<file path="src/mulPkg.sv">
`default_nettype none

package mulPkg;

  // ----------------------------------------------------------
  // Datapath widths
  // ----------------------------------------------------------
  localparam int OpWidth   = 12;
  localparam int TagWidth  = 8;
  localparam int ProdWidth = 2 * OpWidth;

  // AXI4-Lite port sizing
  localparam int AddrWidth = 4;
  localparam int DataWidth = 32;

  // ----------------------------------------------------------
  // Register map
  // ----------------------------------------------------------
  // Write only, carries tag and both operands
  localparam logic [AddrWidth-1:0] LaunchAddr = 4'h0;
  // Read only, pops the oldest result
  localparam logic [AddrWidth-1:0] PopAddr    = 4'h8;
  // Read only, FIFO count and in-flight count
  localparam logic [AddrWidth-1:0] StatusAddr = 4'hC;

  // AXI response codes
  localparam logic [1:0] RespOkay   = 2'b00;
  localparam logic [1:0] RespSlvErr = 2'b10;

  // Travels beside the multiplier
  typedef struct packed {
    logic                valid;
    logic [TagWidth-1:0] tag;
  } tagSlotT;

  // Tag in the top byte, product below it
  typedef struct packed {
    logic [TagWidth-1:0]  tag;
    logic [ProdWidth-1:0] product;
  } resultT;

endpackage

`default_nettype wire

</file>
<file path="src/opBus.sv">
`default_nettype none

// One launch, valid for a single cycle
interface opBus;
  import mulPkg::*;

  // Pulse, credit is already checked by the front end
  logic                launch;
  // Operands, held until the next launch
  logic [OpWidth-1:0]  opA;
  logic [OpWidth-1:0]  opB;
  // Returned with the product
  logic [TagWidth-1:0] tag;

  // Front end side
  modport source (
    output launch,
    output opA,
    output opB,
    output tag
  );

  // Multiplier, tag path and merge side
  modport sink (
    input launch,
    input opA,
    input opB,
    input tag
  );

endinterface

`default_nettype wire

</file>
<file path="src/axilFront.sv">
`default_nettype none

module axilFront #(
  parameter int FifoDepth = 4,
  localparam int CountWidth = $clog2(FifoDepth) + 1
) (
  input  logic                         clk,
  input  logic                         rstN,
  // Write address and data, accepted together
  input  logic [mulPkg::AddrWidth-1:0] AWADDR,
  input  logic                         AWVALID,
  output logic                         AWREADY,
  input  logic [mulPkg::DataWidth-1:0] WDATA,
  input  logic                         WVALID,
  output logic                         WREADY,
  // Write response
  output logic [1:0]                   BRESP,
  output logic                         BVALID,
  input  logic                         BREADY,
  // Read address
  input  logic [mulPkg::AddrWidth-1:0] ARADDR,
  input  logic                         ARVALID,
  output logic                         ARREADY,
  // Read data
  output logic [mulPkg::DataWidth-1:0] RDATA,
  output logic [1:0]                   RRESP,
  output logic                         RVALID,
  input  logic                         RREADY,
  // Launch toward the datapaths
  opBus.source                         ops,
  // Merge block status
  input  logic                         launchReady,
  input  logic                         headValid,
  input  mulPkg::resultT               headWord,
  input  logic [CountWidth-1:0]        fifoCount,
  input  logic [CountWidth-1:0]        inFlight,
  output logic                         pop
);
  import mulPkg::*;

  // ----------------------------------------------------------
  // Write channel
  // ----------------------------------------------------------
  logic wrAccept;
  logic isLaunch;

  assign isLaunch = (AWADDR == LaunchAddr);
  // Both halves present, no response pending, credit left
  assign wrAccept = AWVALID && WVALID && !BVALID && launchReady;
  assign AWREADY  = wrAccept;
  assign WREADY   = wrAccept;

  always_ff @(posedge clk) begin
    if (!rstN) begin
      BVALID     <= 1'b0;
      ops.launch <= 1'b0;
    end else begin
      // One-cycle pulse on the accept edge
      ops.launch <= wrAccept && isLaunch;
      if (wrAccept) begin
        BVALID <= 1'b1;
      end else if (BREADY) begin
        BVALID <= 1'b0;
      end
    end
  end

  // Response code and operand fields, no reset
  always_ff @(posedge clk) begin
    if (wrAccept) begin
      BRESP <= isLaunch ? RespOkay : RespSlvErr;
    end
    if (wrAccept && isLaunch) begin
      // Strobes ignored, the whole word is taken
      ops.opA <= WDATA[OpWidth-1:0];
      ops.opB <= WDATA[2*OpWidth-1:OpWidth];
      ops.tag <= WDATA[DataWidth-1:2*OpWidth];
    end
  end

  // ----------------------------------------------------------
  // Read channel
  // ----------------------------------------------------------
  logic                 rdAccept;
  logic [DataWidth-1:0] rdData;
  logic [1:0]           rdResp;

  assign rdAccept = ARVALID && !RVALID;
  assign ARREADY  = rdAccept;

  // Address decode
  always_comb begin
    rdData = '0;
    rdResp = RespSlvErr;
    case (ARADDR)
      PopAddr: begin
        // Empty FIFO answers with an error and zero
        if (headValid) begin
          rdData = DataWidth'(headWord);
          rdResp = RespOkay;
        end
      end
      StatusAddr: begin
        rdData = DataWidth'({4'(inFlight), 4'(fifoCount)});
        rdResp = RespOkay;
      end
      default: begin
        rdResp = RespSlvErr;
      end
    endcase
  end

  always_ff @(posedge clk) begin
    if (!rstN) begin
      RVALID <= 1'b0;
      pop    <= 1'b0;
    end else begin
      pop <= rdAccept && (ARADDR == PopAddr) && headValid;
      if (rdAccept) begin
        RVALID <= 1'b1;
      end else if (RREADY) begin
        RVALID <= 1'b0;
      end
    end
  end

  // Read payload captured at accept
  always_ff @(posedge clk) begin
    if (rdAccept) begin
      RDATA <= rdData;
      RRESP <= rdResp;
    end
  end

  // ----------------------------------------------------------
  // Checks
  // ----------------------------------------------------------
  // Stalled responses stay put until the master takes them
  bRespHeld: assert property (
    @(posedge clk) disable iff (!rstN)
    BVALID && !BREADY |=> BVALID && $stable(BRESP)
  );

  rRespHeld: assert property (
    @(posedge clk) disable iff (!rstN)
    RVALID && !RREADY |=> RVALID && $stable(RDATA) && $stable(RRESP)
  );

endmodule

`default_nettype wire

</file>
<file path="src/delayLine.sv">
`default_nettype none

module delayLine #(
  parameter int NumStages = 1,
  parameter type payloadT = logic
) (
  input  logic    clk,
  // Only the assertion looks at reset
  input  logic    rstN,
  input  payloadT in,
  output payloadT out
);

  // ----------------------------------------------------------
  // Register chain
  // ----------------------------------------------------------
  // Tap 0 is the input itself, tap NumStages is the output
  payloadT taps [NumStages+1];

  assign taps[0] = in;

  // No reset, the consumer masks the taps after reset
  for (genvar i = 1; i <= NumStages; i++) begin : genStage
    always_ff @(posedge clk) begin
      taps[i] <= taps[i-1];
    end
  end

  assign out = taps[NumStages];

  // ----------------------------------------------------------
  // Checks
  // ----------------------------------------------------------
  // Output repeats the input from NumStages edges back
  // Four-state compare, payload fields may still be unknown
  delayMatches: assert property (
    @(posedge clk) disable iff (!rstN)
    ##NumStages out === $past(in, NumStages)
  );

  // Zero stages would need a bypass which this chain lacks
  initial begin
    if (NumStages < 1) begin
      $error("delayLine needs at least one stage");
    end
  end

endmodule

`default_nettype wire

</file>
<file path="src/mulAccelTop.sv">
`default_nettype none

module mulAccelTop #(
  parameter int NumStages = 3,
  parameter int FifoDepth = 4,
  localparam int CountWidth = $clog2(FifoDepth) + 1
) (
  input  logic                         clk,
  input  logic                         rstN,
  input  logic [mulPkg::AddrWidth-1:0] AWADDR,
  input  logic                         AWVALID,
  output logic                         AWREADY,
  input  logic [mulPkg::DataWidth-1:0] WDATA,
  input  logic                         WVALID,
  output logic                         WREADY,
  output logic [1:0]                   BRESP,
  output logic                         BVALID,
  input  logic                         BREADY,
  input  logic [mulPkg::AddrWidth-1:0] ARADDR,
  input  logic                         ARVALID,
  output logic                         ARREADY,
  output logic [mulPkg::DataWidth-1:0] RDATA,
  output logic [1:0]                   RRESP,
  output logic                         RVALID,
  input  logic                         RREADY
);
  import mulPkg::*;

  opBus ops ();

  logic                  launchReady;
  logic                  headValid;
  resultT                headWord;
  logic [CountWidth-1:0] fifoCount;
  logic [CountWidth-1:0] inFlight;
  logic                  pop;
  logic [ProdWidth-1:0]  product;
  tagSlotT               slotIn;
  tagSlotT               slotOut;

  // ----------------------------------------------------------
  // Front end
  // ----------------------------------------------------------
  axilFront #(.FifoDepth(FifoDepth)) uFront (
    .clk, .rstN,
    .AWADDR, .AWVALID, .AWREADY, .WDATA, .WVALID, .WREADY,
    .BRESP, .BVALID, .BREADY,
    .ARADDR, .ARVALID, .ARREADY, .RDATA, .RRESP, .RVALID, .RREADY,
    .ops(ops),
    .launchReady, .headValid, .headWord, .fifoCount, .inFlight, .pop
  );

  // ----------------------------------------------------------
  // Datapaths side by side
  // ----------------------------------------------------------
  pipeMultiplier #(.NumStages(NumStages)) uMul (
    .clk, .rstN, .ops(ops), .product
  );

  // Tag path picks its two fields off the launch bus
  assign slotIn.valid = ops.launch;
  assign slotIn.tag   = ops.tag;

  delayLine #(.NumStages(NumStages), .payloadT(tagSlotT)) uTagDelay (
    .clk, .rstN, .in(slotIn), .out(slotOut)
  );

  // Joins tag and product, owns the FIFO and credits
  resultMerge #(.NumStages(NumStages), .FifoDepth(FifoDepth)) uMerge (
    .clk, .rstN, .ops(ops), .slot(slotOut), .product, .pop,
    .launchReady, .headValid, .headWord, .fifoCount, .inFlight
  );

endmodule

`default_nettype wire

</file>
<file path="src/pipeMultiplier.sv">
`default_nettype none

module pipeMultiplier #(
  parameter int NumStages = 3
) (
  input  logic                         clk,
  input  logic                         rstN,
  opBus.sink                           ops,
  output logic [mulPkg::ProdWidth-1:0] product
);
  import mulPkg::*;

  // Operands split in two halves
  localparam int HalfWidth = OpWidth / 2;
  // Partial products sit in stages 1 to NumStages-1
  localparam int PpDepth = (NumStages > 1) ? NumStages - 1 : 1;

  typedef logic [2*HalfWidth-1:0] ppT;

  // Shift and add of the four partial products
  function automatic logic [ProdWidth-1:0] sumParts(input ppT [3:0] pp);
    logic [ProdWidth-1:0] low;
    logic [ProdWidth-1:0] mid;
    logic [ProdWidth-1:0] high;
    low  = ProdWidth'(pp[0]);
    mid  = (ProdWidth'(pp[1]) + ProdWidth'(pp[2])) << HalfWidth;
    high = ProdWidth'(pp[3]) << (2 * HalfWidth);
    return low + mid + high;
  endfunction

  // ----------------------------------------------------------
  // Stage 1, partial products
  // ----------------------------------------------------------
  logic [HalfWidth-1:0] aLo, aHi, bLo, bHi;
  ppT [3:0]             ppNext;
  ppT [3:0]             ppPipe [PpDepth];

  assign aLo = ops.opA[HalfWidth-1:0];
  assign aHi = ops.opA[OpWidth-1:HalfWidth];
  assign bLo = ops.opB[HalfWidth-1:0];
  assign bHi = ops.opB[OpWidth-1:HalfWidth];

  assign ppNext[0] = aLo * bLo;
  assign ppNext[1] = aLo * bHi;
  assign ppNext[2] = aHi * bLo;
  assign ppNext[3] = aHi * bHi;

  // Loads only on a launch, saves toggling when idle
  always_ff @(posedge clk) begin
    if (ops.launch) begin
      ppPipe[0] <= ppNext;
    end
  end

  // Middle stages just carry the partials
  for (genvar s = 1; s < PpDepth; s++) begin : genPass
    always_ff @(posedge clk) begin
      ppPipe[s] <= ppPipe[s-1];
    end
  end

  // ----------------------------------------------------------
  // Last stage, final sum
  // ----------------------------------------------------------
  if (NumStages == 1) begin : genSumComb
    assign product = sumParts(ppPipe[0]);
  end else begin : genSumReg
    logic [ProdWidth-1:0] productQ;
    always_ff @(posedge clk) begin
      productQ <= sumParts(ppPipe[PpDepth-1]);
    end
    assign product = productQ;
  end

  // Product of a launch appears NumStages edges later
  productCorrect: assert property (
    @(posedge clk) disable iff (!rstN)
    ops.launch |-> ##NumStages
      product == $past(ProdWidth'(ops.opA) * ProdWidth'(ops.opB), NumStages)
  );

endmodule

`default_nettype wire

</file>
<file path="src/resultMerge.sv">
`default_nettype none

module resultMerge #(
  parameter int NumStages = 3,
  parameter int FifoDepth = 4,
  localparam int CountWidth = $clog2(FifoDepth) + 1
) (
  input  logic                  clk,
  input  logic                  rstN,
  opBus.sink                    ops,
  input  mulPkg::tagSlotT       slot,
  input  logic [mulPkg::ProdWidth-1:0] product,
  input  logic                  pop,
  output logic                  launchReady,
  output logic                  headValid,
  output mulPkg::resultT        headWord,
  output logic [CountWidth-1:0] fifoCount,
  output logic [CountWidth-1:0] inFlight
);
  import mulPkg::*;

  localparam int PtrWidth  = (FifoDepth > 1) ? $clog2(FifoDepth) : 1;
  localparam int MaskWidth = $clog2(NumStages + 1);
  localparam int SumWidth  = CountWidth + 1;

  // Pointer advance with explicit wrap
  function automatic logic [PtrWidth-1:0] nextPtr(input logic [PtrWidth-1:0] p);
    return (p == PtrWidth'(FifoDepth - 1)) ? '0 : p + 1'b1;
  endfunction

  // ----------------------------------------------------------
  // Post-reset mask
  // ----------------------------------------------------------
  // Delay taps hold garbage until NumStages edges have passed
  logic [MaskWidth-1:0] maskCnt;
  logic                 slotLive;
  logic                 push;

  assign slotLive = (maskCnt == MaskWidth'(NumStages));

  always_ff @(posedge clk) begin
    if (!rstN) begin
      maskCnt <= '0;
    end else if (!slotLive) begin
      maskCnt <= maskCnt + 1'b1;
    end
  end

  assign push = slot.valid && slotLive;

  // ----------------------------------------------------------
  // Result FIFO
  // ----------------------------------------------------------
  resultT                mem [FifoDepth];
  logic [PtrWidth-1:0]   wrPtr;
  logic [PtrWidth-1:0]   rdPtr;

  // Storage, no reset
  always_ff @(posedge clk) begin
    if (push) begin
      mem[wrPtr] <= '{tag: slot.tag, product: product};
    end
  end

  always_ff @(posedge clk) begin
    if (!rstN) begin
      wrPtr     <= '0;
      rdPtr     <= '0;
      fifoCount <= '0;
      inFlight  <= '0;
    end else begin
      if (push) wrPtr <= nextPtr(wrPtr);
      if (pop) rdPtr <= nextPtr(rdPtr);
      fifoCount <= fifoCount + CountWidth'(push) - CountWidth'(pop);
      // Launches issued minus results landed
      inFlight  <= inFlight + CountWidth'(ops.launch) - CountWidth'(push);
    end
  end

  assign headValid = (fifoCount != '0);
  assign headWord  = mem[rdPtr];

  // Credit check, the launch on the bus right now counts too
  assign launchReady = (SumWidth'(fifoCount) + SumWidth'(inFlight)
                        + SumWidth'(ops.launch)) < SumWidth'(FifoDepth);

  // ----------------------------------------------------------
  // Checks
  // ----------------------------------------------------------
  // Credit scheme keeps a slot free for every result in flight
  noPushFull: assert property (
    @(posedge clk) disable iff (!rstN)
    push |-> fifoCount != CountWidth'(FifoDepth)
  );

  // Front end pops only when it saw a head word
  noPopEmpty: assert property (
    @(posedge clk) disable iff (!rstN)
    pop |-> fifoCount != '0
  );

endmodule

`default_nettype wire

</file>
<file path="config.mk">
export PLATFORM = sky130hd
export DESIGN_NAME = mulAccelTop
export DESIGN_NICKNAME = d
export VERILOG_FILES = /design/src/mulPkg.sv /design/src/opBus.sv /design/src/axilFront.sv /design/src/delayLine.sv /design/src/mulAccelTop.sv /design/src/pipeMultiplier.sv /design/src/resultMerge.sv
export SDC_FILE = /design/constraint.sdc
export NUM_CORES = 1
export LEC_CHECK = 0
export BUFFER_PORTS_ARGS = -buffer_cell sky130_fd_sc_hd__buf_2
export CAP_MARGIN = 20
export CORE_MARGIN = 1.5
export CORE_UTILIZATION = 40
export DETAILED_ROUTE_END_ITERATION = 7
export GPL_ROUTABILITY_DRIVEN = 1
export PLACE_DENSITY_LB_ADDON = 0.08
export SLEW_MARGIN = 20
export SYNTH_ARGS = -nofsm -noshare
export SYNTH_HDL_FRONTEND = slang
export SYNTH_SLANG_ARGS = --single-unit
</file>
<file path="constraint.sdc">
create_clock -name clk -period 5.1 [get_ports clk]
set_input_delay 1.02 -clock clk [delete_from_list [all_inputs] [get_ports clk]]
set_output_delay 1.02 -clock clk [all_outputs]
set_load 0.01 [all_outputs]
</file>
=== Word-level counts from Yosys, hierarchy flattened ===
Memory sizes are Yosys's and may differ from the RTL's. A register that Yosys moved wholly into a read port is not among the register bits.
Cells that the tools add are included.

* Memories: 2
* Bits in registers: 135
* Bits of input ports: 47
* Word-level logic and storage cells: 77
* Memory bits (writable): 224
* Output and inout port bits: 41

{| class="wikitable"
|+ Memory list
! memory !! words !! width !! read ports !! clocked after memory_dff !! write ports !! line !! RTL
|-
| uMerge.mem || 4 || 32 || 1 || 1 || 1 || resultMerge.sv:54 || <nowiki>resultT mem [FifoDepth];</nowiki>
|-
| uMul.ppPipe || 2 || 48 || 2 || 0 || 2 || pipeMultiplier.sv:36 || <nowiki>ppT [3:0] ppPipe [PpDepth];</nowiki>
|}

* Multipliers: 4
* Add/subtract/negate cells: 12
* Multiplexer cells: 17
* Reductions and logical operators: 14
* Magnitude comparators: 1
* Equality and inequality tests: 5

{| class="wikitable"
|+ Operators by type and width
! operator !! number
|-
| $pmux 32 s2 || 1
|-
| $mul 6x6->12 || 4
|-
| $mux 32 || 1
|-
| $add 12x24->24 || 1
|-
| $add 24x24->24 || 1
|-
| $add 12x12->13 || 1
|-
| $mux 2 || 6
|-
| $eq 4x4->1 const B || 2
|-
| $logic_and 1x1->1 || 8
|-
| $mux 1 || 8
|-
| $add 2x1->2 const B || 3
|-
| $add 3x1->3 || 2
|-
| $eq 2x2->1 const B || 3
|-
| $sub 3x1->3 || 2
|-
| $add 3x3->4 || 1
|-
| $add 4x1->4 || 1
|-
| $logic_not 4->1 || 1
|-
| $lt 4x3->1 const B || 1
|-
| $pmux 2 s2 || 1
|-
| $reduce_bool 2->1 || 2
|-
| $reduce_bool 3->1 || 1
|-
| $logic_not 1->1 || 2
|}

=== Longest topological paths before layout ===
Gate-level depths: netlist of the first run.

* Word-level depth: 5
* Mapped depth: 16
* Depth with buffers taken out: 16

=== Hierarchy ===
A second synthesis of the first run with hierarchy kept.

* Cells, all modules: 1229
* Area total of the unflattened synthesis: 17086.4 µm²

{| class="wikitable"
|+ Modules (own cells, without submodules)
! module !! times used !! cells an instance !! area an instance (µm²) !! sequential area each (µm²)
|-
| pipeMultiplier || 1 || 789 || 8310.5 || 2882.8
|-
| resultMerge || 1 || 235 || 5420.2 || 4124.0
|-
| axilFront || 1 || 169 || 2747.6 || 2062.0
|-
| delayLine || 1 || 36 || 608.1 || 540.5
|}

=== Worst setup path before layout of the first run ===
No wires, ideal clock.

* Kind: register -> register
* From: register uFront.ops.opB[2]
* To: memory uMul.ppPipe[0][33] (netlist name), data pin
* Library setup time: 0.258 ns
* Data required time: 4.842 ns
* Buffers on the path: 1
* Cell stages (with the launch flop): 15
* Setup slack: 1.389 ns
* Clock period less this slack: 3.711 ns
* Arrival: 3.454 ns
* Cell sequence: edfxtp_1 > clkbuf_1 > and2_1 > fa_1 > inv_1 > fa_1 > fa_1 > inv_1 > ha_1 > nor2b_1 > o21ai_0 > a21boi_0 > o21ai_0 > nor2b_1 > xnor2_1

{| class="wikitable"
|+ RTL lines
! item !! line !! RTL
|-
| from (decl) || opBus.sv:19 || <nowiki>output opB,</nowiki>
|-
| from (signal assigned) || axilFront.sv:76 || <nowiki>ops.opB <= WDATA[2*OpWidth-1:OpWidth];</nowiki>
|-
| to (decl) || pipeMultiplier.sv:36 ||
|}

==> results of run 1 <==
[through the flow]
stage                     hold slack (ns)  std cells  utilization, %  instance area, sq um
after detailed placement           0.3128       1778           43.20                 17680
after global placement             0.3096       1777           43.13                 17650
final                              0.3209       1849           46.24                 18920
after CTS                          0.3233       1849           46.22                 18920
after global routing               0.3262       1849           46.24                 18920
after floorplan                    0.3096       1191               -                 16640
[final cells by class]
type	count	area [sq um]	area share [%]
repair buffers	95	520.5	2.751
clock inverters	20	175.2	0.9257
well taps	532	665.6	3.518
flip-flops and latches	359	9612	50.80
multi-input cells	677	6455	34.11
inverters	115	431.7	2.281
clock buffers	51	1062	5.614
[flip-flops by register name (all words and copies together), names as in the netlist, 2 cells and up, named ones only]
| register | flops |
|---|---|
| uMerge.rdPtr | 2 |
| uMerge.mem | 128 |
| uMerge.maskCnt | 2 |
| uTagDelay.taps | 18 |
| uFront.RDATA | 32 |
| uMerge.fifoCount | 3 |
| uMul.ppPipe | 96 |
| uMul.product | 24 |
| uTagDelay.out | 9 |
| uFront.ops.tag | 8 |
| uFront.ops.opA | 12 |
| uFront.ops.opB | 12 |
| uMerge.inFlight | 3 |
| uMerge.wrPtr | 2 |
[path summary, 6_finish.rpt]
| check | from | endpoint | slack (ns) | cells past startpoint |
|---|---|---|---|---|
| setup / recovery | uFront.ops.opB[2] | uMul.ppPipe[0][35] | 1.07 | 13 |
| hold / removal | uMul.ppPipe[0][51] | uMul.product[3] | 0.32 | 0 |
| setup reg to reg | uFront.ops.opB[2] | uMul.ppPipe[0][35] | 1.07 | 13 |
| hold reg to reg | uMul.ppPipe[0][51] | uMul.product[3] | 0.32 | 0 |
[power by group]
group / switching, mW / internal [mW]
logic: 0.0941 / 0.0778
registers: 0.0156 / 3.12
clock network: 1.10 / 1.58
total: 1.21 / 4.77
[metal layers]
metal	vias to the layer above	share of wire [%]
met5	-	0
met4	0	1.9
met3	39	3.6
met2	120	47
met1	4155	47
li1	4334	-
[placed cells by master (no fill, tap or decap), types with 12 or more instances in the layout]
master | Yosys | routed
edfxtp_1 | 242 | 242
nor2_1 | 32 | 30
and3_1 | 34 | 34
inv_1 | 115 | 115
a21o_1 | 14 | 14
clkbuf_16 | 0 | 40
fa_1 | 72 | 72
o21ai_0 | 12 | 12
buf_2 | 4 | 85
mux4_2 | 32 | 32
a21oi_1 | 30 | 30
xor2_1 | 12 | 12
dfxtp_1 | 117 | 115
and2_1 | 113 | 113
nor2b_1 | 18 | 17
nand2_1 | 67 | 67
ha_1 | 119 | 119
xnor2_1 | 44 | 44
[kinds of logic after synthesis]
logic type	synth area share (%)
xor gates and xnor gates	2.948
buffers and inverters	3.595
AOI/OAI and AO/OA	4.219
muxes	4.452
other	0.02254
adders and majority gates	17.61
DFF	57.76
and+or+nand+nor	9.386
==> impl_metrics.env, run 1 <==
export IMPL_status="finished, final reports clean"
export IMPL_fillers=3712
export IMPL_cts_root_buf="clkbuf_16"
export IMPL_worst_setup_path_start_kind="flip-flop"
export IMPL_finalPower_mw=5.985
export IMPL_routedWlPerCell_microns=16.51
export IMPL_routed_wl_microns=30530
export IMPL_finalSetupViolCount=0
export IMPL_cpMostUsedCell="fa_1"
export IMPL_route_detailed_drc=0
export IMPL_ys_seq_area_share_pct=57.76
export IMPL_cts_hold_buf=0
export IMPL_slew_headroom_pct=41.94
export IMPL_tns_ns=0
export IMPL_yosysTopAreaCell="edfxtp_1"
export IMPL_period_needed_ns=4.028
export IMPL_hp_class="flip-flop to flip-flop"
export IMPL_drt_pass1_iter_count=5
export IMPL_cp_required_ns=5.38
export IMPL_grtUsageMet3_pct=2.732
export IMPL_clock_skew_ns=0.01371
export IMPL_grt_overflow=0
export IMPL_routabilityCongestion=0.7650
export IMPL_synth_avg_cell_area_sq_um=13.98
export IMPL_drv_cap=0
export IMPL_synth_edf_count=242
export IMPL_finalNetCount=1525
export IMPL_rsz0062_at_grt="false"
export IMPL_ctsResizeCount=0
export IMPL_netlist_instances=1190
export IMPL_grt_pass1_vias=9103
export IMPL_pin_count=88
export IMPL_antenna_found_initial=0
export IMPL_grt_pass1_wl_microns=48960
export IMPL_crit_arrival_ns=4.30
export IMPL_synthTopCellsByCount="edfxtp_1 (242), ha_1 (119), dfxtp_1 (117)"
export IMPL_busiest_layer="met2"
export IMPL_cts_clk_slew_worst_paths_ns=0.06
export IMPL_grt_util_met1_pct=19.67
export IMPL_ys_warn_count=0
export IMPL_drt_iter0_markers=297
export IMPL_dieArea_sq_um=42820
export IMPL_timing_final_ws_setup_ns=1.072
export IMPL_cts_htree_levels=2
export IMPL_hold_viol=0
export IMPL_initial_core_util_pct=40.65
export IMPL_cts_sinks=359
export IMPL_die_y_microns=206.9
export IMPL_layout_drive_gt1_share_pct=14.96
export IMPL_cts_tree="done"
export IMPL_syn_to_final_growth_pct=13.74
export IMPL_worstSetupEndpointType="flip-flop"
export IMPL_fin_crit_sh_pct=78.97
export IMPL_worst_path_max_delay_cell="edfxtp_1"
export IMPL_netlist_area_leader_share_pct=43.68
export IMPL_cellPowerDensity_nw_per_um2=316.3
export IMPL_yosysMostFrequentCell="edfxtp_1"
export IMPL_die_width_microns=206.9
export IMPL_dpl_hpwl_microns=20960
export IMPL_syn_area_sq_um=16640
export IMPL_ys_flop_type="edfxtp_1"
export IMPL_slowest_delay_ns=0.58
export IMPL_num_antenna_cells=0
export IMPL_max_freq_ghz=0.2483
export IMPL_tightest_slew_ns=0.8709
export IMPL_post_cts_buffers=0
export IMPL_port_buffers=85
export IMPL_synth_seq_cells=359
export IMPL_finalMaxSlewViolations=0
export IMPL_coreArea_sq_um=40920
export IMPL_path_delay_family="adder cells"
export IMPL_synth_cell_type_count=54
export IMPL_peakVddDrop_uv=241.4
export IMPL_clk_path_buf_depth=3
export IMPL_rows=74
export IMPL_vias=8648
export IMPL_worstPathMaxFanout=12
export IMPL_path_cells="and2_1 > fa_1 > inv_1 > fa_1 > fa_1 > inv_1 > ha_1 > nor2b_1 > o21ai_0 > a21boi_0 > o21ai_0 > a21oi_1 > xor2_1"
export IMPL_clk_latency_ns=0.54
export IMPL_place_ws_ns=1.074
export IMPL_synthTopCellsByArea="edfxtp_1 (44%), dfxtp_1 (14%), ha_1 (9.0%)"
export IMPL_grt_total_usage_pct=14.87
export IMPL_path_buf_inv=2
export IMPL_worstSetupPathType="flip-flop to flip-flop"
export IMPL_met2_usage_pct=24.82
export IMPL_p_leak_nw=7.766
export IMPL_async_flop_share_pct=0
export IMPL_viasPerCell=4.677
export IMPL_postRouteAntennaNets=0
export IMPL_cts_made_buffers=39
export IMPL_grt_max_degree=52
No activity file was read; power rests on OpenSTA's default activity.
==> inputs of run 2 (changes only) <==
- clock period: 5.1 -> 3.8 ns (I/O delays scaled with it)
==> run 2 against run 1 <==
Compared with the run above: routed wire length grew 3.4%; core utilization grew 1.8 points; clock power grew 30%; hold slack gained 0.0055 ns; total power grew 33%; setup slack lost 0.98 ns; critical path depth is the same.
==> impl_metrics.env, run 2 (synthesized netlist as in run 1, its figures left out) <==
export IMPL_cts_root_buf="clkbuf_16"
export IMPL_cts_clk_slew_worst_paths_ns=0.06
export IMPL_grt_overflow=0
export IMPL_cellPowerDensity_nw_per_um2=405.0
export IMPL_die_y_microns=206.9
export IMPL_worst_path_max_delay_cell="fa_1"
export IMPL_pin_count=88
export IMPL_slew_headroom_pct=38.09
export IMPL_max_freq_ghz=0.2695
export IMPL_grt_pass1_wl_microns=49470
export IMPL_cp_required_ns=4.09
export IMPL_period_needed_ns=3.710
export IMPL_multiInputGateArea_sq_um=6578
export IMPL_path_buf_inv=2
export IMPL_finalMaxSlewViolations=0
export IMPL_utilization_pct=48.01
export IMPL_holdWs_ns=0.3264
export IMPL_worstSetupPathType="flip-flop to flip-flop"
export IMPL_dieArea_sq_um=42820
export IMPL_cpMostUsedCell="fa_1"
export IMPL_rsz0062_at_grt="true"
export IMPL_worst_setup_path_start_kind="flip-flop"
export IMPL_layout_common_cells="edfxtp_1 (242), ha_1 (117), inv_1 (115), dfxtp_1 (115), and2_1 (109)"
export IMPL_fillers=3710
export IMPL_coreArea_sq_um=40920
export IMPL_port_buffers=85
export IMPL_antenna_found_initial=0
export IMPL_worstPathMaxFanout=7
export IMPL_hp_class="flip-flop to flip-flop"
export IMPL_drt_iter0_markers=393
export IMPL_place_ws_ns=-0.1508
export IMPL_routabilityCongestion=0.7634
export IMPL_peakVddDrop_uv=287.6
export IMPL_path_cells="and2_1 > fa_1 > inv_1 > fa_1 > fa_1 > inv_1 > ha_1 > nor2b_1 > o21ai_2 > a21boi_2 > o21ai_1 > a21oi_1 > xor2_1"
export IMPL_layout_commonest_cell="edfxtp_1"
export IMPL_routedWlPerCell_microns=16.37
export IMPL_finalSetupViolCount=0
export IMPL_routed_wl_microns=31580
export IMPL_cts_made_buffers=39
export IMPL_layout_drive_gt1_share_pct=21.69
export IMPL_postRouteAntennaNets=0
export IMPL_vias=9041
export IMPL_rows=74
export IMPL_syn_to_final_growth_pct=18.10
export IMPL_num_antenna_cells=0
export IMPL_grt_pass1_vias=9037
export IMPL_grt_max_degree=51
export IMPL_status="finished, final reports clean"
export IMPL_fin_crit_sh_pct=97.63
export IMPL_finalPower_mw=7.957
export IMPL_drv_cap=0
export IMPL_cts_htree_levels=2
export IMPL_p_leak_nw=8.198
export IMPL_path_delay_family="adder cells"
export IMPL_timing_final_ws_setup_ns=0.09006
export IMPL_die_width_microns=206.9
export IMPL_clock_skew_ns=0.02354
export IMPL_worstSetupEndpointType="flip-flop"
export IMPL_crit_arrival_ns=4.00
export IMPL_clk_path_buf_depth=3
export IMPL_viasPerCell=4.687
export IMPL_tightest_slew_ns=0.9287
export IMPL_reg_largest_list="uMerge.mem: 128 flops, uMul.ppPipe: 96 flops, uFront.RDATA: 32 flops"
export IMPL_cts_sinks=359
export IMPL_cts_tree="done"
export IMPL_initial_core_util_pct=40.65
export IMPL_clk_latency_ns=0.55
export IMPL_largest_reg_flops=128
export IMPL_grt_total_usage_pct=15.16
export IMPL_finalNetCount=1605
export IMPL_register_area_sq_um=9612
export IMPL_top_register="uMerge.mem"
export IMPL_hold_viol=0
export IMPL_dpl_hpwl_microns=22160
export IMPL_route_detailed_drc=0
export IMPL_drt_pass1_iter_count=4
export IMPL_slowest_delay_ns=0.54
-- run 2: worst reg2reg max path: stages, from the launching register on --
cell and delay [ns]:
edfxtp_1 0.52, and2_1 0.22, fa_1 0.53, inv_1 0.05
fa_1 0.46, fa_1 0.54, inv_1 0.04, ha_1 0.31
nor2b_1 0.15, o21ai_2 0.14, a21boi_2 0.08, o21ai_1 0.17
a21oi_1 0.10, xor2_1 0.15
-- run 2: final cells by class --
class	instances	area share (%)
Clock buffer	48	5.241
Clock inverter	23	0.8406
Inverter	115	2.197
Multi-Input combinational cell	677	33.48
Sequential cell	359	48.92
Tap cell	532	3.388
Timing Repair Buffer	175	5.935
-- run 2: power breakdown --
part           leakage, nW  internal [mW]  switching, mW
Combinational         4.42          0.125          0.139
Sequential            3.19           4.18         0.0176
Clock                0.590           1.96           1.54
Total                 8.20           6.26           1.69
-- run 2: per-layer routing --
| layer | vias up | wire length, microns | GRT usage, % |
|---|---|---|---|
| li1 | 4492 | - | - |
| met1 | 4382 | 14440 | 20.07 |
| met2 | 127 | 15470 | 25.57 |
| met3 | 40 | 1189 | 2.983 |
| met4 | 0 | 477 | 3.803 |
| met5 | - | 0 | 0 |
-- run 2: through the flow --
step	setup TNS (ns)	cell area, sq um	instances
3_5_place_dp	-0.6938	18170	1840
4_1_cts	0	19460	1922
5_1_grt	-0.1573	19650	1929
3_3_place_gp	-0.4238	18170	1840
6_report	0	19650	1929
2_1_floorplan	0	16640	1191
-- run 2: what timing repair did --
action	4_1_cts	5_1_grt
pin swaps	1	21
setup endpoints to repair	8	14
resized for setup	8	30
hold buffers	0	0
setup buffers	11	7
-- run 2: path summary, 6_finish.rpt --
check	slack, ns	cells after the start	start	end
worst max-delay path	0.09	13	uFront.ops.opA[9]	uMul.ppPipe[0][35]
worst min-delay path	0.33	0	uMul.ppPipe[0][48]	uMul.product[0]
worst max register to register	0.09	13	uFront.ops.opA[9]	uMul.ppPipe[0][35]
worst min register to register	0.33	0	uMul.ppPipe[0][48]	uMul.product[0]
